### src/seg_scan.sv
`timescale 1ns/10ps
`default_nettype none

module seg_scan #(
    parameter int SCAN_DIV = 1000
) (
    input  wire         clk,
    input  wire         reset_i,
    input  wire  [31:0] value_i,
    output logic [7:0]  com_o,
    output logic [7:0]  seg_o
);
    localparam int DIV_W = (SCAN_DIV > 1) ? $clog2(SCAN_DIV) : 1;

    logic [DIV_W-1:0] div_q;
    logic [2:0]       digit_q;
    logic [3:0]       nibble;

    // segments a..g in bits 0..6.
    function automatic logic [6:0] hex_shape(input logic [3:0] n);
        case (n)
            4'h0: hex_shape = 7'h3f;
            4'h1: hex_shape = 7'h06;
            4'h2: hex_shape = 7'h5b;
            4'h3: hex_shape = 7'h4f;
            4'h4: hex_shape = 7'h66;
            4'h5: hex_shape = 7'h6d;
            4'h6: hex_shape = 7'h7d;
            4'h7: hex_shape = 7'h07;
            4'h8: hex_shape = 7'h7f;
            4'h9: hex_shape = 7'h6f;
            4'ha: hex_shape = 7'h77;
            4'hb: hex_shape = 7'h7c;
            4'hc: hex_shape = 7'h39;
            4'hd: hex_shape = 7'h5e;
            4'he: hex_shape = 7'h79;
            default: hex_shape = 7'h71;
        endcase
    endfunction

    always_ff @(posedge clk) begin
        if (reset_i) begin
            div_q   <= '0;
            digit_q <= '0;
        end else if (div_q == DIV_W'(SCAN_DIV - 1)) begin
            div_q   <= '0;
            digit_q <= digit_q + 1'b1;  // wraps 7 to 0.
        end else begin
            div_q   <= div_q + 1'b1;
        end
    end

    assign nibble = value_i[digit_q*4 +: 4];
    assign com_o  = 8'b1 << digit_q;
    assign seg_o  = {1'b0, hex_shape(nibble)};  // decimal point off.

endmodule

`default_nettype wire

### config.mk
export PLATFORM = sky130hd
export DESIGN_NAME = seg_scan
export DESIGN_NICKNAME = d
export VERILOG_FILES = /design/src/seg_scan.sv
export SDC_FILE = /design/constraint.sdc
export NUM_CORES = 1
export LEC_CHECK = 0
export BUFFER_PORTS_ARGS = -buffer_cell sky130_fd_sc_hd__buf_2
export CAP_MARGIN = 20
export CELL_PAD_IN_SITES_DETAIL_PLACEMENT = 0
export CELL_PAD_IN_SITES_GLOBAL_PLACEMENT = 2
export CORE_MARGIN = 5
export CORE_UTILIZATION = 26
export CTS_BUF_LIST = sky130_fd_sc_hd__clkbuf_4
export DETAILED_ROUTE_END_ITERATION = 8
export GPL_TIMING_DRIVEN = 0
export PLACE_DENSITY_LB_ADDON = 0.15
export SLEW_MARGIN = 20
export SYNTH_ARGS = -nofsm -noshare
export SYNTH_HDL_FRONTEND = slang
export SYNTH_SLANG_ARGS = --single-unit
### constraint.sdc
create_clock -name clk -period 2.6 [get_ports clk]
set_input_delay 0.26 -clock clk [delete_from_list [all_inputs] [get_ports clk]]
set_output_delay 0.26 -clock clk [all_outputs]
set_load 0.005 [all_outputs]
# Word-level counts from Yosys, hierarchy flattened
# Memory sizes are Yosys's and may differ from the RTL's.
# Cells that the tools add are included.
totals:
  register_bits: 13
  elab_cells: 9
  input_bits: 34
  out_inout_bits: 16
  romBits: 112
  mem_count: 1
memory_table:
  columns: ["name", "words", "word_bits", "rd", "rd_clocked_by_memory_dff", "write_ports", "line", "rtl"]
  rows:
  - ["(name not given)", 16, 7, 1, 0, 0, "21", "case (n)"]
op_classes:
  n_reduce_logical: 1
  n_eq_ne: 1
  addsub: 2
  shifts: 2
ops:
  columns: ["cell", "count"]
  rows:
  - ["$shiftx A32 B6 Y4", 1]
  - ["$add A10 B1 Y10 const B", 1]
  - ["$eq A10 B10 Y1 const B", 1]
  - ["$shl A1 B3 Y8 const A", 1]
  - ["$add A3 B1 Y3 const B", 1]
  - ["$reduce_or A2 Y1", 1]

# Longest topological paths before layout
logic_depth:
  ltp_word: 2
  depth_mapped: 9

# Worst setup path before layout
# OpenSTA, ideal clock, no wires.
synth_timing:
  path_type: "register to output"
  start: "register digit_q[0]"
  end: "output port seg_o[3]"
  path_slack_ns: 0.060
  t_arrival_ns: 2.280
  n_path_buf: 1
  required_time_ns: 2.340
  path_stages_with_launch: 8
  cell_sequence: "dfxtp_1 > buf_6 > mux4_1 > mux2i_1 > inv_1 > ha_1 > mux2_2 > mux2i_1"
synth_via:
  elab_chain_cells: 2
synth_lines:
  columns: ["item", "line", "rtl"]
  rows:
  - ["start: declaration", "16", "logic [2:0] digit_q;"]
  - ["start signal: assignment", "47", "digit_q <= digit_q + 1'b1;"]
  - ["$shiftx A32 B6 Y4", "53", "assign nibble = value_i[digit_q*4 +: 4];"]
  - ["$mem_v2 Z16 W7", null, null]
  - ["end: declaration", "11", "output logic [7:0] seg_o"]
# Every way passes these cells.

# Worst setup path after layout
layout_timing:
  start: "register digit_q[0]"
  end: "output port seg_o[6]"
# The elaborated chain is that of the path after synthesis.

==> impl_metrics.ini <==
[run_status]
run_status = complete, no violations

[detailed_routing]
drtPass1Iterations = 4
drcViolationCount = 0
vias = 1056
vias_per_cell = 4.46
drt_first_iter_violations = 22
antenna_left = 0
wl_per_cell_um = 13.7
wl_um = 3250

[clock_tree]
clkSinkCount = 13
cts_made_buffers = 3
postCtsHoldBufs = 0
cts_root_buffer = clkbuf_4
tritoncts = built
h-tree-depth = 1
clock_latency_ns = 0.27
path_clk_slew_ns = 0.08
cts.path.max_buffers = 2

[floorplanning]
core_um2 = 4660
io_pins = 50
initial_utilization_pct = 26.5
die_area_um2 = 6230
die_h_um = 79.0
chipWidth_um = 79.0
num_rows = 25

[yosys]
syn_area_um2 = 1240
syn_area_per_cell_um2 = 10.1
ys_async_sr_fraction_pct = 0
synth_area_leaders = dfxtp_1 (21%), ha_1 (14%), mux4_1 (13%)
netlist-cell-type-count = 34
synth_commonest_cells = ha_1 (14), nor2_1 (14), dfxtp_1 (13)
netlist_instances = 122
synth_top_area_share_pct = 21.1
synthFlopType = dfxtp_1
yosysWarningCount = 0
synth.net_count = 170
ys_ff_latch = 13
ys_seq_area_share_pct = 21.1
synth_top_area_cell = dfxtp_1
synth-edff-count = 0

[timing]
fin_crit_sh_pct = 98.0
clock.fmax_mhz = 392
rsz0062_at_grt = yes
hold_violations = 0
fin_crit_ns = 2.55
final.setup.tns_ns = 0
finalSetupViolations = 0
finalMaxSlewViolations = 0
whs_ns = 0.208
finalClockSkew_ns = 0.00577

[placed_design]
placed_area_um2 = 1540
globalplace.congestion = 0.768
numPortBuffers = 48
place_hpwl_um = 2510
dpl.cell_count = 224

[run]
drv_cap = 0

[global_routing]
grt_max_degree = 11
grt-ovfl-total = 0
grt_pass1_vias = 1141
grt_pass1_wl_um = 5330
grt_usage_pct = 10.5
antenna_found_initial = 0

[setup_path]
cpPeakStageDelay_ns = 0.54
path_cells = buf_8, mux4_2, mux2i_4, inv_2, ha_1, mux2i_1, o22a_1, buf_2
worstSetupPathType = flip-flop to output pin
reg2reg_from = div_q[3]
required_ns = 2.34
cp.arrival_ns = 2.29
cp-start-kind = flip-flop
r2r_cells = 5
slowest_stage = mux4_2
path_max_fanout = 7
endpoint_kind = output pin
startpoint = digit_q[0]

[finish]
n_antenna_cell = 0
final_core_util_pct = 36.2
nets = 232
final_cells = 237
drive_gt1_share_pct = 47.5
area_growth_pct = 36.6
stdcell_area_um2 = 1690

[power_and_ir_drop]
peakVddDrop_mv = 0.170
pwr_density_cell_nw_per_um2 = 274
power.leakage_nw = 0.770

[min_path]
min_from = reset_i
hold_path_depth = 2
hold_class = input port to flip-flop
==> flip-flops by register name, summed over array words and instances (netlist names) <==
name     flops
div_q       10
digit_q      3
==> metal layers <==
metal,part of all wire (%),global-route usage (%),vias up
met2,54,18.9,15
met4,1.0,2.58,0
met5,0,0,-
met1,41,12.7,495
met3,3.2,2.04,4
li1,-,-,542
==> per-stage QoR <==
| step | power, W | setup WS, ns |
|---|---|---|
| after floorplan | 0.000272 | 0.0595 |
| after global placement | 0.000314 | -0.302 |
| after detailed placement | 0.000316 | -0.320 |
| after CTS | 0.000464 | 0.0227 |
| after global routing | 0.000501 | -0.123 |
| final | 0.000464 | 0.0512 |
==> path summary, 6_finish.rpt <==
kind                              endpoint  slack [ns]
worst max register to register  digit_q[2]        0.88
worst min register to register    div_q[0]        0.45
worst min-delay path            digit_q[2]        0.21
worst max-delay path              seg_o[6]        0.05
==> critical path: cells and delay by family (launching register included) <==
family	cells	cell delay (ns)
buffers and inverters	3	0.33
multiplexers	3	0.92
adder cells (fa/ha/maj)	1	0.25
flip-flops	1	0.35
AO/OA/AOI/OAI	1	0.17
==> cell type report <==
class	count	area, µm²
Buffer	7	66.3
Clock buffer	4	30.0
Fill cell	488	2970
Inverter	9	37.5
Multi-Input combinational cell	93	908
Sequential cell	13	263
Tap cell	54	67.6
Timing Repair Buffer	57	317
==> what timing repair did <==
item	CTS	global route
pin swaps	1	4
gates resized for setup	13	10
setup buffers	6	2
endpoints found under the setup margin	7	6
cloned	0	1
endpoints found under the hold margin	0	0
==> report_power, final <==
part | switching, W | internal [W]
Combinational | 0.0000533 | 0.0000706
Sequential | 0.00000268 | 0.000203
Clock | 0.0000645 | 0.0000698
==> placed cells by master (no fill, tap or decap), types with 2 or more instances in the layout <==
master	count
and2_1	4
mux2_4	2
mux4_2	6
nor2b_1	3
dfxtp_1	11
nor2_1	14
buf_2	51
dfxtp_2	2
nand3_1	2
nand2_1	7
xnor2_1	6
clkbuf_4	4
buf_4	6
ha_1	12
o22a_1	2
ha_4	2
nor3_1	3
inv_1	6
mux2i_4	3
buf_6	6
xor2_1	4
mux2i_1	7
or3b_1	2
mux4_1	2
==> kinds of logic after synthesis <==
logic type	after synthesis	synth area share, %
AOI/OAI and AO/OA	6	3.75
xor gates and xnor gates	10	7.08
adders and majority gates	14	14.2
buffers and inverters	16	7.79
DFF	13	21.1
muxes	20	28.6
other	1	0.303
and+or+nand+nor	42	17.2
No activity file was read; power rests on OpenSTA's default activity.
