--- src/soc_pkg.sv ---
`default_nettype none

package soc_pkg;

    // bus widths.
    parameter int DATA_W = 32;
    parameter int ADDR_W = 32;
    parameter int BE_W   = DATA_W / 8;

    // word offset inside a peripheral region, address bits 9:2.
    parameter int REG_ADDR_W = 8;

    // word offset inside the ram region, address bits 11:2.
    parameter int RAM_OFF_W = 10;

    // region code sits in address bits 15:12.
    parameter logic [3:0] REGION_RAM  = 4'd0;
    parameter logic [3:0] REGION_GPIO = 4'd1;
    parameter logic [3:0] REGION_TICK = 4'd2;

    // gpio word offsets.
    parameter logic [REG_ADDR_W-1:0] GPIO_OUT_REG = 8'd0;
    parameter logic [REG_ADDR_W-1:0] GPIO_IN_REG  = 8'd1;

    // timer word offsets.
    parameter logic [REG_ADDR_W-1:0] TICK_COUNT_REG = 8'd0;
    parameter logic [REG_ADDR_W-1:0] TICK_CMP_REG   = 8'd1;
    parameter logic [REG_ADDR_W-1:0] TICK_ACK_REG   = 8'd2;

endpackage

`default_nettype wire

--- src/dbus_decode.sv ---
`timescale 1ns/10ps
`default_nettype none

module dbus_decode (
    input  wire                            clk,
    input  wire                            reset_i,
    input  wire  [soc_pkg::ADDR_W-1:0]     dbus_address_i,
    input  wire  [soc_pkg::BE_W-1:0]       dbus_byteenable_i,
    input  wire                            dbus_read_i,
    input  wire                            dbus_write_i,
    input  wire  [soc_pkg::DATA_W-1:0]     dbus_wrdata_i,
    output logic [soc_pkg::DATA_W-1:0]     dbus_rddata_o,
    output logic                           dbus_stall_o,
    output logic                           ram_rd_o,
    output logic                           ram_wr_o,
    output logic                           gpio_rd_o,
    output logic                           gpio_wr_o,
    output logic                           tick_rd_o,
    output logic                           tick_wr_o,
    output logic [soc_pkg::RAM_OFF_W-1:0]  slv_offset_o,
    output logic [soc_pkg::BE_W-1:0]       slv_be_o,
    output logic [soc_pkg::DATA_W-1:0]     slv_wrdata_o,
    input  wire  [soc_pkg::DATA_W-1:0]     ram_rddata_i,
    input  wire                            ram_stall_i,
    input  wire  [soc_pkg::DATA_W-1:0]     gpio_rddata_i,
    input  wire  [soc_pkg::DATA_W-1:0]     tick_rddata_i
);
    import soc_pkg::*;

    logic       hi_zero;
    logic [3:0] region;
    logic       sel_ram;
    logic       sel_gpio;
    logic       sel_tick;
    logic       ram_rd_pend_q;

    assign hi_zero  = (dbus_address_i[ADDR_W-1:16] == '0);
    assign region   = dbus_address_i[15:12];
    assign sel_ram  = hi_zero && (region == REGION_RAM);
    assign sel_gpio = hi_zero && (region == REGION_GPIO);
    assign sel_tick = hi_zero && (region == REGION_TICK);

    // strobes reach one slave only and unmapped ones go nowhere.
    assign ram_rd_o  = dbus_read_i  && sel_ram;
    assign ram_wr_o  = dbus_write_i && sel_ram;
    assign gpio_rd_o = dbus_read_i  && sel_gpio;
    assign gpio_wr_o = dbus_write_i && sel_gpio;
    assign tick_rd_o = dbus_read_i  && sel_tick;
    assign tick_wr_o = dbus_write_i && sel_tick;

    assign slv_offset_o = dbus_address_i[RAM_OFF_W+1:2];
    assign slv_be_o     = dbus_byteenable_i;
    assign slv_wrdata_o = dbus_wrdata_i;

    // remember a stalled ram read so the mux holds on ram for its data.
    always_ff @(posedge clk) begin
        if (reset_i) begin
            ram_rd_pend_q <= 1'b0;
        end else begin
            ram_rd_pend_q <= ram_rd_o && ram_stall_i;
        end
    end

    assign dbus_stall_o = ram_rd_o && ram_stall_i;

    always_comb begin
        if (sel_ram || ram_rd_pend_q) begin
            dbus_rddata_o = ram_rddata_i;
        end else if (sel_gpio) begin
            dbus_rddata_o = gpio_rddata_i;
        end else if (sel_tick) begin
            dbus_rddata_o = tick_rddata_i;
        end else begin
            dbus_rddata_o = '0;  // unmapped.
        end
    end

endmodule

`default_nettype wire

--- config.mk ---
export PLATFORM = sky130hd
export DESIGN_NAME = dbus_decode
export DESIGN_NICKNAME = d
export VERILOG_FILES = /design/src/soc_pkg.sv /design/src/dbus_decode.sv
export SDC_FILE = /design/constraint.sdc
export NUM_CORES = 1
export LEC_CHECK = 0
export BUFFER_PORTS_ARGS = -buffer_cell sky130_fd_sc_hd__buf_2
export CORE_AREA = 2 2 98 100
export CTS_CLUSTER_SIZE = 14
export DETAILED_ROUTE_END_ITERATION = 16
export DIE_AREA = 0 0 100 102
export SLEW_MARGIN = 20
export SYNTH_ARGS = -nofsm -noshare
export SYNTH_HDL_FRONTEND = slang
export SYNTH_SLANG_ARGS = --single-unit
--- constraint.sdc ---
create_clock -name clk -period 3.1 [get_ports clk]
set_input_delay 0.62 -clock clk [delete_from_list [all_inputs] [get_ports clk]]
set_output_delay 0.62 -clock clk [all_outputs]
set_load 0.02 [all_outputs]
**After elaboration in Yosys (flattened, before gate mapping)**

Index checks and enable logic that the tools add are counted.
W data, S select, Z words.

- Eq/ne operators: 2
- Multiplexer cells: 3
- Reductions and logical operators: 13

Operators with widths:

| kind | count |
|---|---|
| $mux W32 | 3 |
| $logic_not A16 Y1 | 1 |
| $logic_and A1 B1 Y1 | 10 |
| $eq A4 B1 Y1 const B | 1 |
| $eq A4 B2 Y1 const B | 1 |
| $logic_not A4 Y1 | 1 |
| $logic_or A1 B1 Y1 | 1 |

- Logic and storage cells: 19
- Output and inout bits: 85
- Bits of input ports: 169
- Register bits: 1

**Longest topological paths before layout**

- Depth after elaboration: 5
- Mapped depth: 5
- Gate-level depth less buffers: 4

**Worst setup path after synthesis**

No wires, ideal clock.

- Path type: in2out
- Start: in dbus_address_i[30] (netlist name)
- End: out dbus_rddata_o[0] (netlist name)
- Setup slack: 0.559 ns
- Arrival: 1.921 ns
- Stages on the path: 5
- Buffers on the path: 1
- Required time: 2.480 ns
- Path through: or4_4 nor3_4 nand3_2 buf_6 o2bb2ai_2

- Longest elaborated chain between the ends: 5

RTL lines:

| what | RTL line | source |
|---|---|---|
| start, declared | dbus_decode.sv:7 | `input wire [soc_pkg::ADDR_W-1:0] dbus_address_i,` |
| $logic_not A16 Y1 (*) | dbus_decode.sv:37 | `assign hi_zero = (dbus_address_i[ADDR_W-1:16] == '0);` |
| $logic_and A1 B1 Y1 | dbus_decode.sv:41 | `assign sel_tick = hi_zero && (region == REGION_TICK);` |
| $mux W32 | dbus_decode.sv:71 | `end else if (sel_tick) begin` |
| $mux W32 | dbus_decode.sv:69 | `end else if (sel_gpio) begin` |
| $mux W32 (*) | dbus_decode.sv:67 | `if (sel_ram \|\| ram_rd_pend_q) begin` |
| end, declared | dbus_decode.sv:12 | `output logic [soc_pkg::DATA_W-1:0] dbus_rddata_o,` |

Mark *: on every way between the ends. The rest lies on a longest branch, timed or not.

**Worst setup path after layout**

- Start: in dbus_address_i[30] (netlist name)
- End: out dbus_rddata_o[31] (netlist name)

Same word-level chain as after synthesis.

==> results.py <==
metrics = {
    "setup_path": {
        "crit_path_frequent_cell": "buf_2",
        "path_buf_inv": 3,
        "crit_family": "simple AND/OR/NAND/NOR gates",
        "cp_max_fo": 29,
        "path_class": "in2out",
        "cp-start-kind": "primary input",
        "max_stage_delay_ns": 0.53,
        "arrival_ns": 2.25,
        "cp_num_cells": 7,
        "slowest_stage": "or4_4",
        "cp_data_required_time_ns": 2.48,
        "crit_path_end_kind": "output pin",
        "cp_cell_sequence": "buf_2, or4_4, nor3_4, a31o_4, buf_12, o2bb2ai_1, buf_2",
    },
    "yosys": {
        "synth_edf_count": 0,
        "async_flop_share": 0,
        "synthFlopType": "dfxtp_1",
        "avgSynthCellArea_um2": 9.19,
        "syn-num-nets": 317,
        "synth.distinct_cells": 20,
        "yosys_warnings": 0,
        "synth_area_leaders": "o2bb2ai_2 (33%), buf_4 (25%), a22oi_1 (18%)",
        "yosysMostFrequentCell": "buf_4",
        "yosysTopAreaCell": "o2bb2ai_2",
        "syn_area_um2": 1360,
        "synth_common_cells": "buf_4 (46), a22oi_1 (32), o2bb2ai_2 (30)",
        "syn_inst": 148,
        "ys_ff_latch": 1,
        "synth_top_area_share": 0.331,
        "synth-seq-area-share": 0.0147,
    },
    "cts": {
        "path_clk_slew_ns": 0,
        "cts_hold_buf": 0,
        "cts_setup_buffers": 0,
        "cts_resized": 0,
    },
    "placement": {
        "dp_hpwl_mm": 4.46,
        "portBuffers": 159,
        "gp_congestion": 0.693,
    },
    "routing": {
        "drt_iter0_markers": 29,
        "drt_wl_total_mm": 5.42,
        "drt-pass1-iter-count": 5,
        "post_drt_wl_per_cell_um": 14.9,
        "num_vias": 1598,
        "vias_per_cell": 4.39,
        "drc_errors": 0,
        "ant_nets": 0,
    },
    "global_routing": {
        "grt_use_met3": 0.0123,
        "use_met1": 0.0971,
        "overflow": 0,
        "grt_most_used_layer": "met2",
        "first_global_vias": 1538,
        "grt_pass1_wl_mm": 7.63,
        "grt_max_degree": 32,
        "antenna_found_initial": 1,
        "grt_usage": 0.0935,
        "use_met2": 0.189,
    },
    "sta": {
        "hold_viol_final": 0,
        "timing.slew.headroom": 0.795,
        "hold_ws_ns": 0.787,
        "worst_pin_slew_ns": 0.307,
        "tns_ns": 0,
        "fin_crit_ns": 2.87,
        "timing.final.crit_share": 0.927,
        "report.final.slew_viol_count": 0,
        "rsz0062_at_grt": "false",
        "fmax_mhz": 348,
        "setup_violations": 0,
    },
    "power_and_ir_drop": {
        "internal-power_uw": 86.9,
        "finalPower_uw": 147,
        "seqPwrFrac": 0.089,
        "p_switching_uw": 60.6,
        "powerDensity_nw_per_um2": 76.8,
        "max-vdd-ir-drop_v": 0.0000814,
        "clockPowerShare": 0,
        "p_sw_frac": 0.411,
        "combPwrFrac": 0.911,
        "leakage_uw": 0.000962,
    },
    "floorplanning": {
        "die_area_um2": 10200,
        "start_util": 0.149,
        "pin_count": 254,
        "core_um2": 9110,
        "num_rows": 35,
        "die_h_um": 102,
        "die_x_um": 100,
    },
    "flow_run": {
        "drv_cap": 0,
    },
    "layout": {
        "drive_above_1_share": 0.798,
        "nets": 423,
        "area_delta_synth_final_pct": 41.2,
        "top_register": "ram_rd_pend_q",
        "largest_register_ffs": 1,
        "fin_util": 0.211,
        "reg_top3": "ram_rd_pend_q x1",
        "nFillCells": 1022,
    },
    "hold_path": {
        "hold_depth": 2,
        "hold_class": "in2reg",
    },
    "outcome": {
        "status": "finished clean",
    },
}
-- metrics by stage --
| stage | cell area, µm² | setup slack, ns | cells |
|---|---|---|---|
| global route | 1920 | 0.107 | 364 |
| floorplan | 1360 | 0.559 | 148 |
| finish | 1920 | 0.226 | 364 |
| CTS | 1920 | 0.208 | 363 |
| detailed placement | 1920 | 0.206 | 363 |
| global placement | 1920 | 0.225 | 363 |
-- cells by family after synthesis --
family / share of synthesized area
buf+inv: 0.345
simple gates: 0.107
compound gates: 0.534
flops: 0.0147
-- per-layer routing --
| metal | wire length, µm | vias to the layer above |
|---|---|---|
| met5 | 0 | - |
| met4 | 167 | 0 |
| met3 | 538 | 18 |
| met2 | 2870 | 115 |
| met1 | 1840 | 720 |
| li1 | - | 745 |
-- power by group through the flow --
stage | registers, µW | logic, µW | clock network, µW
after global routing | 13.1 | 146 | 0.0000432
after detailed placement | 13.1 | 135 | 0
final | 13.1 | 134 | 0.0000432
after global placement | 13.1 | 130 | 0
after floorplan | 13.1 | 126 | 0
after CTS | 13.1 | 136 | 0
-- placed cells by master (no fill, tap or decap), types with 2 or more instances in the layout --
master     count
o2bb2ai_1      2
nor2_1         3
buf_12         4
and3_1         7
a22oi_1       32
buf_2        159
nor4_1         3
o2bb2ai_2     30
nor2b_2        2
-- path summary, 6_finish.rpt --
kind	from	end	slack (ns)
worst min-delay path	reset_i	ram_rd_pend_q	0.79
worst max-delay path	dbus_address_i[30]	dbus_rddata_o[31]	0.23
-- area by class of cell --
cell class                      count  area (µm²)  share of cell area
Multi-Input combinational cell     87         876               0.456
Antenna cell                        1        2.50             0.00130
Tap cell                          111         139              0.0723
Sequential cell                     1        20.0              0.0104
Timing Repair Buffer              164         883               0.460
No activity file was read; power rests on OpenSTA's default activity.
