### config.mk
export PLATFORM = sky130hd
export DESIGN_NAME = tick_timer
export DESIGN_NICKNAME = d
export VERILOG_FILES = /design/src/soc_pkg.sv /design/src/tick_timer.sv
export SDC_FILE = /design/constraint.sdc
export NUM_CORES = 1
export LEC_CHECK = 0
export BUFFER_PORTS_ARGS = -buffer_cell sky130_fd_sc_hd__buf_2
export CORE_UTILIZATION = 35
export DETAILED_ROUTE_END_ITERATION = 8
export GPL_TIMING_DRIVEN = 0
export PLACE_DENSITY = 0.51
export SLEW_MARGIN = 10
export SYNTH_ARGS = -nofsm -noshare
export SYNTH_HDL_FRONTEND = slang
export SYNTH_SLANG_ARGS = --single-unit
### constraint.sdc
create_clock -name clk -period 5.4 [get_ports clk]
set_input_delay 0.27 -clock clk [delete_from_list [all_inputs] [get_ports clk]]
set_output_delay 0.27 -clock clk [all_outputs]
set_load 0.005 [all_outputs]
### src/soc_pkg.sv
`default_nettype none

package soc_pkg;

    // bus widths.
    parameter int DATA_W = 32;
    parameter int ADDR_W = 32;
    parameter int BE_W   = DATA_W / 8;

    // word offset inside a peripheral region, address bits 9:2.
    parameter int REG_ADDR_W = 8;

    // word offset inside the ram region, address bits 11:2.
    parameter int RAM_OFF_W = 10;

    // region code sits in address bits 15:12.
    parameter logic [3:0] REGION_RAM  = 4'd0;
    parameter logic [3:0] REGION_GPIO = 4'd1;
    parameter logic [3:0] REGION_TICK = 4'd2;

    // gpio word offsets.
    parameter logic [REG_ADDR_W-1:0] GPIO_OUT_REG = 8'd0;
    parameter logic [REG_ADDR_W-1:0] GPIO_IN_REG  = 8'd1;

    // timer word offsets.
    parameter logic [REG_ADDR_W-1:0] TICK_COUNT_REG = 8'd0;
    parameter logic [REG_ADDR_W-1:0] TICK_CMP_REG   = 8'd1;
    parameter logic [REG_ADDR_W-1:0] TICK_ACK_REG   = 8'd2;

endpackage

`default_nettype wire

### src/tick_timer.sv
`timescale 1ns/10ps
`default_nettype none

module tick_timer #(
    parameter int TICK_DIV = 50
) (
    input  wire                             clk,
    input  wire                             reset_i,
    input  wire                             rd_i,
    input  wire                             wr_i,
    input  wire  [soc_pkg::REG_ADDR_W-1:0]  offset_i,
    input  wire  [soc_pkg::DATA_W-1:0]      wrdata_i,
    output logic [soc_pkg::DATA_W-1:0]      rddata_o,
    output logic                            irq_o
);
    import soc_pkg::*;

    localparam int PRE_W = (TICK_DIV > 1) ? $clog2(TICK_DIV) : 1;

    logic [PRE_W-1:0]  pre_q;
    logic              tick;
    logic [DATA_W-1:0] count_q;
    logic [DATA_W-1:0] count_nxt;
    logic [DATA_W-1:0] cmp_q;
    logic              irq_q;

    assign tick      = (pre_q == PRE_W'(TICK_DIV - 1));
    assign count_nxt = count_q + 1'b1;

    always_ff @(posedge clk) begin
        if (reset_i) begin
            pre_q   <= '0;
            count_q <= '0;
            cmp_q   <= '1;
        end else begin
            if (wr_i && offset_i == TICK_COUNT_REG) begin
                count_q <= wrdata_i;
                pre_q   <= '0;  // restart the prescaler on load.
            end else if (tick) begin
                count_q <= count_nxt;
                pre_q   <= '0;
            end else begin
                pre_q   <= pre_q + 1'b1;
            end
            if (wr_i && offset_i == TICK_CMP_REG) begin
                cmp_q <= wrdata_i;
            end
        end
    end

    // sticky until acknowledged, ack wins over a new match.
    always_ff @(posedge clk) begin
        if (reset_i) begin
            irq_q <= 1'b0;
        end else if (wr_i && offset_i == TICK_ACK_REG) begin
            irq_q <= 1'b0;
        end else if (tick && !(wr_i && offset_i == TICK_COUNT_REG) && count_nxt == cmp_q) begin
            irq_q <= 1'b1;
        end
    end

    always_comb begin
        rddata_o = '0;
        if (rd_i) begin
            case (offset_i)
                TICK_COUNT_REG: rddata_o = count_q;
                TICK_CMP_REG:   rddata_o = cmp_q;
                TICK_ACK_REG:   rddata_o = {{(DATA_W-1){1'b0}}, irq_q};
                default:        rddata_o = '0;
            endcase
        end
    end

    assign irq_o = irq_q;

endmodule

`default_nettype wire
* Word-level counts from Yosys, hierarchy flattened
Index checks and enable logic that the tools add are counted.
** Storage, ports and cells
- Output and inout bits :: 33
- Latch bits :: 0
- ROM bits :: 0
- Input bits :: 44
- Bits in writable memories :: 0
- Memories kept :: 0
- Word-level logic and storage cells :: 24
- Register bits :: 71
** Operators by class
- Magnitude comparators :: 0
- $add $sub $neg :: 2
- Mux-type cells :: 4
- Shifts and indexed selects :: 0
- Eq/ne operators :: 4
- Bitwise operators :: 0
- Reductions and logical operators :: 10
- Div/mod/pow operators :: 0
- Multiply operators :: 0
** Operator list (number)
- $mux 32 :: 3
- $pmux 32 s3 :: 1
- $add 32x1->32 const B :: 1
- $eq 32x32->1 :: 1
- $eq 8x1->1 const B :: 1
- $eq 8x2->1 const B :: 1
- $logic_not 8->1 :: 1
- $add 6x1->6 const B :: 1
- $eq 6x6->1 const B :: 1
- $logic_and 1x1->1 :: 5
- $reduce_or 3->1 :: 1
- $reduce_bool 2->1 :: 1
- $reduce_or 2->1 :: 1
- $logic_not 1->1 :: 1

* Logic depth before layout (Yosys ltp)
Gate-level depths: netlist of the first run.
- Word-level depth :: 5
- Depth in mapped cells :: 10
- Mapped depth without buffers :: 9

* Worst setup path before layout of the first run
No wires, ideal clock.
- Path type :: register to register
- Start point :: register count_q[21]
- End point :: register irq_q, in the netlist irq_o
- Path slack :: 2736 ps
- Buffers on the path :: 1
- Setup time :: 87 ps
- Period minus slack after synthesis :: 2664 ps
- Cell stages (with the launch flop) :: 10
- Data required time :: 5313 ps
- Arrival time :: 2577 ps
- Path through :: dfxtp_1 > clkbuf_1 > nand3_1 > nor4_1 > nand4_1 > xnor2_1 > a2111oi_2 > nand4_1 > or4_1 > o31ai_1
** Between the ends
- Cells in the longest elaborated chain, start to end :: 3
** Ends and longest elaborated chain
- start, declared :: line tick_timer.sv:22 : logic [DATA_W-1:0] count_q;
- start signal, assigned :: line tick_timer.sv:37 : count_q <= wrdata_i;
- start signal, assigned :: line tick_timer.sv:40 : count_q <= count_nxt;
- $add 32x1->32 :: line tick_timer.sv:28 : assign count_nxt = count_q + 1'b1;
- $eq 32x32->1 :: line tick_timer.sv:57 : end else if (tick && !(wr_i && offset_i == TICK_COUNT_REG) && count_nxt == cmp_q) begin
- $logic_and 1x1->1 :: line tick_timer.sv:57
- end signal, assigned :: line tick_timer.sv:54 : irq_q <= 1'b0;
- end signal, assigned :: line tick_timer.sv:56 : irq_q <= 1'b0;
- end signal, assigned :: line tick_timer.sv:58 : irq_q <= 1'b1;
- end, declared :: line tick_timer.sv:25 : logic irq_q;
No other way between the ends.
A chain may end at the register's enable or synchronous reset.

* Worst setup path after layout of the first run
- Start point :: register count_q[14]
- End point :: register irq_q, in the netlist irq_o
The elaborated chain is that of the path after synthesis.

==> impl_metrics.yaml, run 1 <==
setup_path:
  cp.required_ns: 5.65
  crit_start: "count_q[14]"
  cp_num_cells: 8
  critPathCaptureType: "flip-flop"
  reg2reg_to: "irq_o"
  r2r_cells: 8
  rrSetupSlack_ns: 1.95
  critPathBufInv: 0
  path_class: "flip-flop to flip-flop"
  critPathMaxFanout: 7
  slowest_stage: "nor4_1"
  worstPathArrival_ns: 3.70
  reg2reg_from: "count_q[14]"
  path_cells: "nand2_1 > nor4_1 > nand4_1 > xnor2_1 > a2111oi_2 > nand4_1 > or4_1 > o31ai_1"
  path_delay_family: "simple AND/OR/NAND/NOR gates"
  critPathMaxStageDelay_ns: 0.93
  startpoint_type: "flip-flop"
  path_common_cell: "nand4_1"
timing:
  timing.fmax_mhz: 290
  period_share: 0.639
  min_period_ns: 3.45
  fin_worst_skew_ns: 0.00497
  setup_viol: 0
  slew_viol_final: 0
  slew_headroom: 0.289
  hold_viol: 0
  grt_setup_unrepaired: "false"
  setup-tns-final_ns: 0
  tightest_slew_ns: 1.06
pwr:
  p_leak_uw: 0.00201
  p_sw_frac: 0.224
  power_frac_comb: 0.045
  power.net_switching_uw: 256
  peakVddDrop_mv: 0.118
  p_seq_frac: 0.464
  intPower_uw: 887
  power.density_nw_per_um2: 210
  p_clk_frac: 0.491
finish:
  syn_to_final_growth_pct: 18.9
  seqCellArea_um2: 1420
  layout-drive-gt1-share: 0.147
  multi_input_comb_area_um2: 2940
  fillers: 1362
  fin_util: 0.430
  final_nets: 751
  antenna_cells: 0
  final_area_um2: 5450
detailed_routing:
  vias_per_cell: 5.36
  routedWlPerCell_um: 17.7
  routed_wl_um: 15600
  ant_nets: 0
  drc_errors: 0
  drt_iter0_drc: 358
  drtPass1Iterations: 5
  via_count: 4721
logic_synthesis:
  synth_seq_cells: 71
  synth_top_flop_cell: "dfxtp_1"
  syn_nets: 664
  synth-edff-count: 0
  yosys_warnings: 0
  yosys-top-cells-area: "dfxtp_1 31%, nand2_1 8.0%, nor2_1 7.5%"
  netlist_area_um2: 4580
  syn_inst: 617
  synth_area_leader_cell: "dfxtp_1"
  netlist.area_leader.share: 0.310
  synthArstFlopShare: 0
  ys_seq_area_frac: 0.310
  syn_avg_cell_area_um2: 7.43
  synthDistinctLibCells: 47
clock_network:
  clock_latency_ns: 0.35
  cts_resized: 0
  clock_sinks: 71
  cts_tree: "yes"
  post_cts_buffers: 0
  holdBufCountCts: 0
  cts-htree-levels: 3
  ctsLongestPathBuffers: 2
  clkTransAtPathRegs_ns: 0.06
  numCtsBuffers: 9
  clockRootBuffer: "clkbuf_16"
floorplan:
  core_um2: 12700
  rows: 41
  die_width_um: 116
  fp.dieH_um: 116
  num_io_pins: 77
  die_area_um2: 13600
  initial_core_util: 0.362
min_path:
  min_path_type: "primary input to flip-flop"
  min_to: "cmp_q[22]"
  hold_depth: 3
  hp-start: "wrdata_i[22]"
global_routing:
  grt_pass1_wl_um: 24400
  grtUsageMet2: 0.382
  top_usage_layer: "met2"
  gr-usage-all-layers: 0.242
  antenna_found_initial: 0
  use_met3: 0.0446
  grt_max_degree: 11
  met1_usage: 0.327
  grt_pass1_vias: 4538
  grt_overflow_total: 0
outcome:
  status: "complete, no violations"
placed_design:
  io_buffers: 76
  place.gp.congestion: 0.883
  dp.final_hpwl_um: 11500
  placed_area_um2: 5180
job:
  cap_violations: 0
cell families (layout without fill, tap and decap cells):
family,after synthesis,in the layout,share of synthesized area
adders and majority gates,3,3,0.00819
AOI/OAI and AO/OA,97,97,0.155
xor gates and xnor gates,70,70,0.134
and+or+nand+nor,318,318,0.340
muxes,2,2,0.00437
buffers and inverters,56,148,0.0483
DFF,71,71,0.310
cells in the mapped netlist, types with 3 or more instances:
cell type,instances
xor2_1,35
and2_1,4
nand4_1,14
nor3_1,15
nand3_1,26
dfxtp_1,71
xnor2_1,35
nor2_1,92
buf_1,4
o31ai_1,3
ha_1,3
and3_1,6
inv_1,6
clkbuf_1,39
a21oi_1,6
buf_2,6
nand3b_1,32
a22oi_1,31
nor4_1,6
o21ai_0,12
or3_1,9
a211oi_1,27
nand2_1,98
a311oi_1,9
flip-flops by register name, summed over array words and instances (netlist names):
name     count
pre_q        6
count_q     32
cmp_q       32
irq_o        1
worst max-delay path by stage:
stage	to	slack, ns
after floorplan	irq_o	2.74
after global placement	irq_o	2.03
after detailed placement	irq_o	2.04
after CTS	irq_o	2.02
after global routing	irq_o	1.64
final	irq_o	1.95
worst reg2reg max path, cell delays in order, from the launching register on:
cell	delay, ns
dfxtp_1	0.46
nand2_1	0.18
nor4_1	0.93
nand4_1	0.21
xnor2_1	0.23
a2111oi_2	0.37
nand4_1	0.13
or4_1	0.59
o31ai_1	0.25
power by group through the flow:
stage          combinational [uW]  sequential, uW  clock [uW]
6_report                     51.0             530         561
5_1_grt                      56.3             531         597
4_1_cts                      51.1             530         570
3_5_place_dp                 50.8             542           0
3_3_place_gp                 50.3             541           0
2_1_floorplan                21.0             541           0
metal layers:
| metal | wire length, um | vias up |
|---|---|---|
| met1 | 7420 | 2227 |
| met3 | 886 | 17 |
| met2 | 6940 | 141 |
| met4 | 338 | 0 |
| met5 | 0 | - |
| li1 | - | 2336 |
metrics by stage:
step | power (uW) | hold WS (ns) | cells | worst slack (ns)
finish | 1140 | 0.149 | 881 | 1.95
global route | 1180 | 0.158 | 881 | 1.64
CTS | 1150 | 0.144 | 881 | 2.02
detailed placement | 593 | 0.472 | 865 | 2.04
global placement | 592 | 0.451 | 865 | 2.03
floorplan | 562 | 0.394 | 617 | 2.74
cell type report:
| cell class | instances | area share |
|---|---|---|
| plain buffers | 50 | 0.0365 |
| clock buffers | 16 | 0.0498 |
| inverters | 6 | 0.00413 |
| multi-input cells | 490 | 0.540 |
| flip-flops and latches | 71 | 0.261 |
| well taps | 172 | 0.0395 |
| repair buffers | 76 | 0.0698 |
placed cells by master, fill, tap and decap left out, types with 2 or more instances in the layout:
cell type / count
nand2_1: 98
nor2_1: 92
buf_2: 82
dfxtp_1: 71
clkbuf_1: 44
xnor2_1: 35
xor2_1: 35
nand3b_1: 32
a22oi_1: 31
a211oi_1: 27
nand3_1: 26
nor3_1: 15
nand4_1: 14
o21ai_0: 12
a311oi_1: 9
or3_1: 9
clkbuf_16: 9
and3_1: 6
a21oi_1: 6
inv_1: 6
nor4_1: 6
buf_1: 4
and2_1: 4
o31ai_1: 3
ha_1: 3
nor2b_1: 2
mux2i_1: 2
or2_2: 2
nor3b_1: 2
a31oi_1: 2
clkbuf_8: 2
(Power assumes the default switching activity.)
==> inputs of run 2 (changes only) <==
==> constraint.sdc (replaced) <==
create_clock -name clk -period 3.3 [get_ports clk]
set_input_delay 0.165 -clock clk [delete_from_list [all_inputs] [get_ports clk]]
set_output_delay 0.165 -clock clk [all_outputs]
set_load 0.005 [all_outputs]
==> run 2 against run 1 <==
  * Non-clock buffer count shrank 3
  * Clock power grew 63%
  * Combinational power grew 64%
  * Critical path depth grew 1
  * Sequential power grew 64%
  * Fmax grew 10%
  * Critical path type unchanged
  * Highest routed layer unchanged
==> impl_metrics.yaml, run 2 (synthesis results as in run 1) <==
finish:
  layout-drive-gt1-share: 0.157
  final_common_cell: "nand2_1"
  fillers: 1365
  top_regs: "cmp_q: 32 flops, count_q: 32 flops, pre_q: 6 flops"
  final_nets: 748
  antenna_cells: 0
  syn_to_final_growth_pct: 19.8
  final_cell_mix: "98 x nand2_1, 92 x nor2_1, 82 x buf_2, 71 x dfxtp_1, 40 x clkbuf_1"
timing:
  hold_viol: 0
  grt_setup_unrepaired: "false"
  period_share: 0.947
  slew_viol_final: 0
  holdWs_ns: 0.0452
  timing.fmax_mhz: 320
  min_period_ns: 3.12
  slew_headroom: 0.297
  tightest_slew_ns: 1.05
  setup_viol: 0
  fin_worst_skew_ns: 0.00549
floorplan:
  num_io_pins: 77
  initial_core_util: 0.362
  fp.dieH_um: 116
  die_width_um: 116
  core_um2: 12700
  die_area_um2: 13600
  rows: 41
outcome:
  status: "complete, no violations"
detailed_routing:
  via_count: 4787
  drtPass1Iterations: 5
  routedWlPerCell_um: 17.8
  vias_per_cell: 5.45
  drt_iter0_drc: 410
  ant_nets: 0
  routed_wl_um: 15600
  drc_errors: 0
pwr:
  peakVddDrop_mv: 0.194
  power.density_nw_per_um2: 340
  power.total_uw: 1870
  p_leak_uw: 0.00204
clock_network:
  numCtsBuffers: 9
  cts-htree-levels: 3
  clockRootBuffer: "clkbuf_16"
  clock_sinks: 71
  cts_tree: "yes"
  clock_latency_ns: 0.35
  ctsLongestPathBuffers: 2
  clkTransAtPathRegs_ns: 0.05
setup_path:
  rrSetupSlack_ns: 0.18
  startpoint_type: "flip-flop"
  cp.required_ns: 3.55
  critPathCapture: "irq_o"
  critPathMaxFanout: 6
  reg2reg_from: "count_q[24]"
  critPathCaptureType: "flip-flop"
  r2r_cells: 9
  crit_start: "count_q[24]"
  path_class: "flip-flop to flip-flop"
  worstPathArrival_ns: 3.37
  reg2reg_to: "irq_o"
job:
  cap_violations: 0
placed_design:
  dp.final_hpwl_um: 11500
  place.gp.congestion: 0.883
  io_buffers: 76
global_routing:
  grt_pass1_vias: 4555
  grt_overflow_total: 0
  grt_max_degree: 11
  gr-usage-all-layers: 0.242
  grt_pass1_wl_um: 24400
  antenna_found_initial: 0
min_path:
  min_path_type: "primary input to flip-flop"
-- run 2: cell count changes in the layout (fill, tap and decap cells not counted) --
| cell | previous run | this run |
|---|---|---|
| clkbuf_1 | 44 | 40 |
| clkbuf_2 | 0 | 1 |
| ha_1 | 3 | 2 |
| ha_2 | 0 | 1 |
| nand3_1 | 26 | 25 |
| nand3_2 | 0 | 1 |
| nor4_1 | 6 | 2 |
| nor4_2 | 0 | 2 |
| nor4_4 | 1 | 3 |
-- run 2: routing by layer --
layer / track usage / share of wire / routed length (um)
met2: 0.383 / 0.45 / 6990
met3: 0.0446 / 0.057 / 884
met4: 0.0932 / 0.024 / 368
met1: 0.327 / 0.47 / 7400
met5: 0 / 0 / 0
-- run 2: report_power, final --
part	total (uW)	switching [uW]	internal, uW
clock network	916	365	551
registers	868	5.59	863
logic	83.7	46.8	36.9
total	1870	417	1450
-- run 2: cell type report --
class                   instances  area [um^2]  area share
multi-input cells             490         2990       0.545
repair buffers                 76          380      0.0693
clock buffers                  16          272      0.0494
well taps                     172          215      0.0392
inverters                       6         22.5     0.00410
flip-flops and latches         71         1420       0.259
plain buffers                  47          189      0.0344
-- run 2: metrics by stage --
step / cells / TNS, ns / setup WS [ns] / utilization / instance area [um^2]
floorplan: 617 / 0 / 0.636 / - / 4580
global placement: 865 / -0.0699 / -0.0699 / 0.409 / 5180
detailed placement: 865 / -0.0628 / -0.0628 / 0.409 / 5180
CTS: 881 / 0 / 0.000632 / 0.432 / 5470
global route: 878 / 0 / 0.00576 / 0.433 / 5490
finish: 878 / 0 / 0.176 / 0.433 / 5490
-- run 2: worst min-delay path by stage --
stage	start	end	slack (ns)	depth (start not counted)
floorplan	wrdata_i[10]	cmp_q[10]	0.29	2
global placement	wrdata_i[23]	cmp_q[23]	0.39	3
detailed placement	wrdata_i[15]	cmp_q[15]	0.40	3
CTS	wrdata_i[22]	cmp_q[22]	0.04	3
global route	wrdata_i[3]	cmp_q[3]	0.05	3
finish	wrdata_i[22]	cmp_q[22]	0.05	3
-- run 2: critical path, stage by stage (launching register included) --
cell and delay (ns):
dfxtp_1 0.30, clkbuf_1 0.30, nand2_1 0.23, nor4_2 0.52, nand4_1 0.21, xnor2_1 0.18
a2111oi_2 0.29, nand4_1 0.13, or4_1 0.59, o31ai_1 0.25
-- run 2: what timing repair did --
item / CTS / global route
buffers inserted: 0 / 0
resized for setup: 3 / 7
gates cloned: 0 / 0
pin swaps: 0 / 2
endpoints found under the setup margin: 1 / 1
hold buffers: 0 / 0
==> inputs of run 3 (changes only) <==
--- a/config.mk
+++ b/config.mk
@@ -5,11 +5,14 @@
 export SDC_FILE = /design/constraint.sdc
 export NUM_CORES = 1
 export LEC_CHECK = 0
+export ABC_AREA = 1
 export BUFFER_PORTS_ARGS = -buffer_cell sky130_fd_sc_hd__buf_2
+export CORE_MARGIN = 5
 export CORE_UTILIZATION = 35
 export DETAILED_ROUTE_END_ITERATION = 8
 export GPL_TIMING_DRIVEN = 0
 export PLACE_DENSITY = 0.51
+export REMOVE_ABC_BUFFERS = 1
 export SLEW_MARGIN = 10
 export SYNTH_ARGS = -nofsm -noshare
 export SYNTH_HDL_FRONTEND = slang
==> run 3 against run 2 <==
  * Sequential share of layout area fell by 2.0 points
  * Critical endpoint is now count_q[12]
  * Utilization shrank 1.9 points
  * Clock-buffer cell count is 3 lower
  * Design area increased by 8.5%
  * Worst hold slack improved by 0.0097 ns
  * Highest routed layer unchanged
  * Clock power is 11% higher
==> impl_metrics.yaml, run 3 <==
clock_network:
  cts_tree: "yes"
  clockRootBuffer: "clkbuf_16"
  numCtsBuffers: 9
  ctsLongestPathBuffers: 2
  clock_latency_ns: 0.34
  post_cts_buffers: 0
  cts_resized: 0
  holdBufCountCts: 0
  cts-htree-levels: 3
  clock_sinks: 71
  clkTransAtPathRegs_ns: 0.06
timing:
  min_period_ns: 2.74
  slew_headroom: 0.343
  holdWs_ns: 0.0549
  hold_viol: 0
  timing.fmax_mhz: 365
  grt_setup_unrepaired: "false"
  period_share: 0.831
  tightest_slew_ns: 0.984
  setup_viol: 0
  setup-tns-final_ns: 0
  slew_viol_final: 0
  fin_worst_skew_ns: 0.00493
finish:
  layout-drive-gt1-share: 0.142
  fin_util: 0.415
  final_nets: 957
  top_regs: "cmp_q: 32 flops, count_q: 32 flops, pre_q: 6 flops"
  fillers: 1588
  syn_to_final_growth_pct: 18.0
  final_common_cell: "nand2_1"
  stdcell_count: 1099
  antenna_cells: 0
  final_cell_mix: "327 x nand2_1, 92 x inv_1, 90 x nand3_1, 76 x buf_2, 75 x nor2_1"
pwr:
  p_leak_uw: 0.00263
  p_seq_frac: 0.439
  power_frac_comb: 0.042
  p_clk_frac: 0.518
  peakVddDrop_mv: 0.196
  p_sw_frac: 0.221
  intPower_uw: 1540
  power.density_nw_per_um2: 331
  power.net_switching_uw: 435
logic_synthesis:
  netlist.area_leader.share: 0.281
  syn_avg_cell_area_um2: 5.95
  yosys-top-cells-area: "dfxtp_1 28%, nand2_1 24%, nand3_1 8.9%"
  synth-edff-count: 0
  synthArstFlopShare: 0
  synth_seq_cells: 71
  yosys_warnings: 0
  synth_area_leader_cell: "dfxtp_1"
  synthDistinctLibCells: 38
  ys_seq_area_frac: 0.281
  synth_top_flop_cell: "dfxtp_1"
  syn_inst: 849
  synth_common_cells: "327 x nand2_1, 96 x inv_1, 90 x nand3_1"
  post-synth-top-count-cell: "nand2_1"
  netlist_area_um2: 5050
setup_path:
  critPathBufInv: 4
  reg2reg_to: "count_q[8]"
  worstPathArrival_ns: 3.01
  reg2reg_from: "pre_q[0]"
  path_class: "primary input to flip-flop"
  cp.required_ns: 3.57
  critPathMaxStageDelay_ns: 0.70
  critPathMaxFanout: 31
  critPathCaptureType: "flip-flop"
  path_delay_family: "simple AND/OR/NAND/NOR gates"
  rrSetupSlack_ns: 0.74
  startpoint_type: "primary input"
  path_common_cell: "nor2_1"
  slowest_stage: "nor2_4"
  path_cells: "buf_2 > nor2_1 > nand2_1 > nor2_4 > buf_16 > nand2_1 > inv_2 > nor2_4 > clkinv_1 > nor2_1 > a221oi_1 > nor2_1"
  r2r_cells: 7
global_routing:
  antenna_found_initial: 0
  grt_pass1_vias: 5053
  grt_overflow_total: 0
  grt_max_degree: 34
  grt_pass1_wl_um: 26800
  gr-usage-all-layers: 0.206
detailed_routing:
  ant_nets: 0
  drt_iter0_drc: 398
  routedWlPerCell_um: 15.3
  vias_per_cell: 4.94
  drtPass1Iterations: 5
  via_count: 5432
  drc_errors: 0
  routed_wl_um: 16800
placed_design:
  dp.final_hpwl_um: 12000
  placed_cells: 1083
  place.gp.congestion: 0.876
  io_buffers: 76
floorplan:
  die_area_um2: 16900
  initial_core_util: 0.352
  num_io_pins: 77
  fp.dieH_um: 130
  core_um2: 14400
  die_width_um: 130
  rows: 44
min_path:
  hold_depth: 3
  hp-start: "wrdata_i[21]"
  min_to: "cmp_q[21]"
  min_path_type: "primary input to flip-flop"
job:
  cap_violations: 0
outcome:
  status: "complete, no violations"
-- run 3: power by group through the flow --
stage / logic, uW / clock network, uW / registers, uW
3_3_place_gp: 79.3 / 0 / 885
2_1_floorplan: 26.0 / 0 / 884
6_report: 83.8 / 1020 / 867
4_1_cts: 84.4 / 1050 / 866
3_5_place_dp: 84.1 / 0 / 885
5_1_grt: 92.2 / 1090 / 867
-- run 3: tightest hold or removal path: cells and delay by family --
family / cells / cell delay, ns
simple gates: 2 / 0.11
buf+inv: 1 / 0.09
-- run 3: through the flow --
step / total power (uW) / instance area [um^2] / worst slack, ns
after CTS: 2000 / 5960 / 0.536
after detailed placement: 970 / 5650 / 0.184
final: 1970 / 5960 / 0.557
after global routing: 2050 / 5960 / 0.281
after floorplan: 910 / 4940 / 0.231
after global placement: 965 / 5550 / -2.08
-- run 3: final cells by class --
cell class,instances,area (um^2),share of cell area
multi-input combinational,651,3170,0.533
sequential,71,1420,0.239
timing repair buffer,79,455,0.0764
inverter,98,368,0.0617
clock buffer,13,270,0.0453
tap,184,230,0.0386
clock inverter,3,40.0,0.00672
-- run 3: worst max path at each step --
stage / cells past startpoint / slack (ns) / end / from
after global routing: 12 / 0.28 / count_q[12] / offset_i[3]
after global placement: 11 / -2.08 / count_q[13] / offset_i[7]
after CTS: 12 / 0.54 / count_q[5] / offset_i[7]
after detailed placement: 12 / 0.18 / count_q[5] / offset_i[7]
final: 12 / 0.56 / count_q[12] / offset_i[7]
after floorplan: 8 / 0.23 / cmp_q[0] / offset_i[3]
-- run 3: per-layer routing --
metal / part of all wire / vias to the layer above / global-route usage
li1: - / 2854 / -
met1: 0.49 / 2436 / 0.288
met2: 0.45 / 130 / 0.334
met3: 0.048 / 12 / 0.0242
met4: 0.011 / 0 / 0.0593
met5: 0 / - / 0
-- run 3: logic make-up (layout without fill, tap and decap cells) --
group	Yosys count	after routing	share of synthesized area
and+or+nand+nor	533	533	0.451
buffers and inverters	127	193	0.0944
adders and majority gates	3	3	0.00743
DFF	71	71	0.281
AOI/OAI and AO/OA	100	100	0.126
xor gates and xnor gates	15	15	0.0396
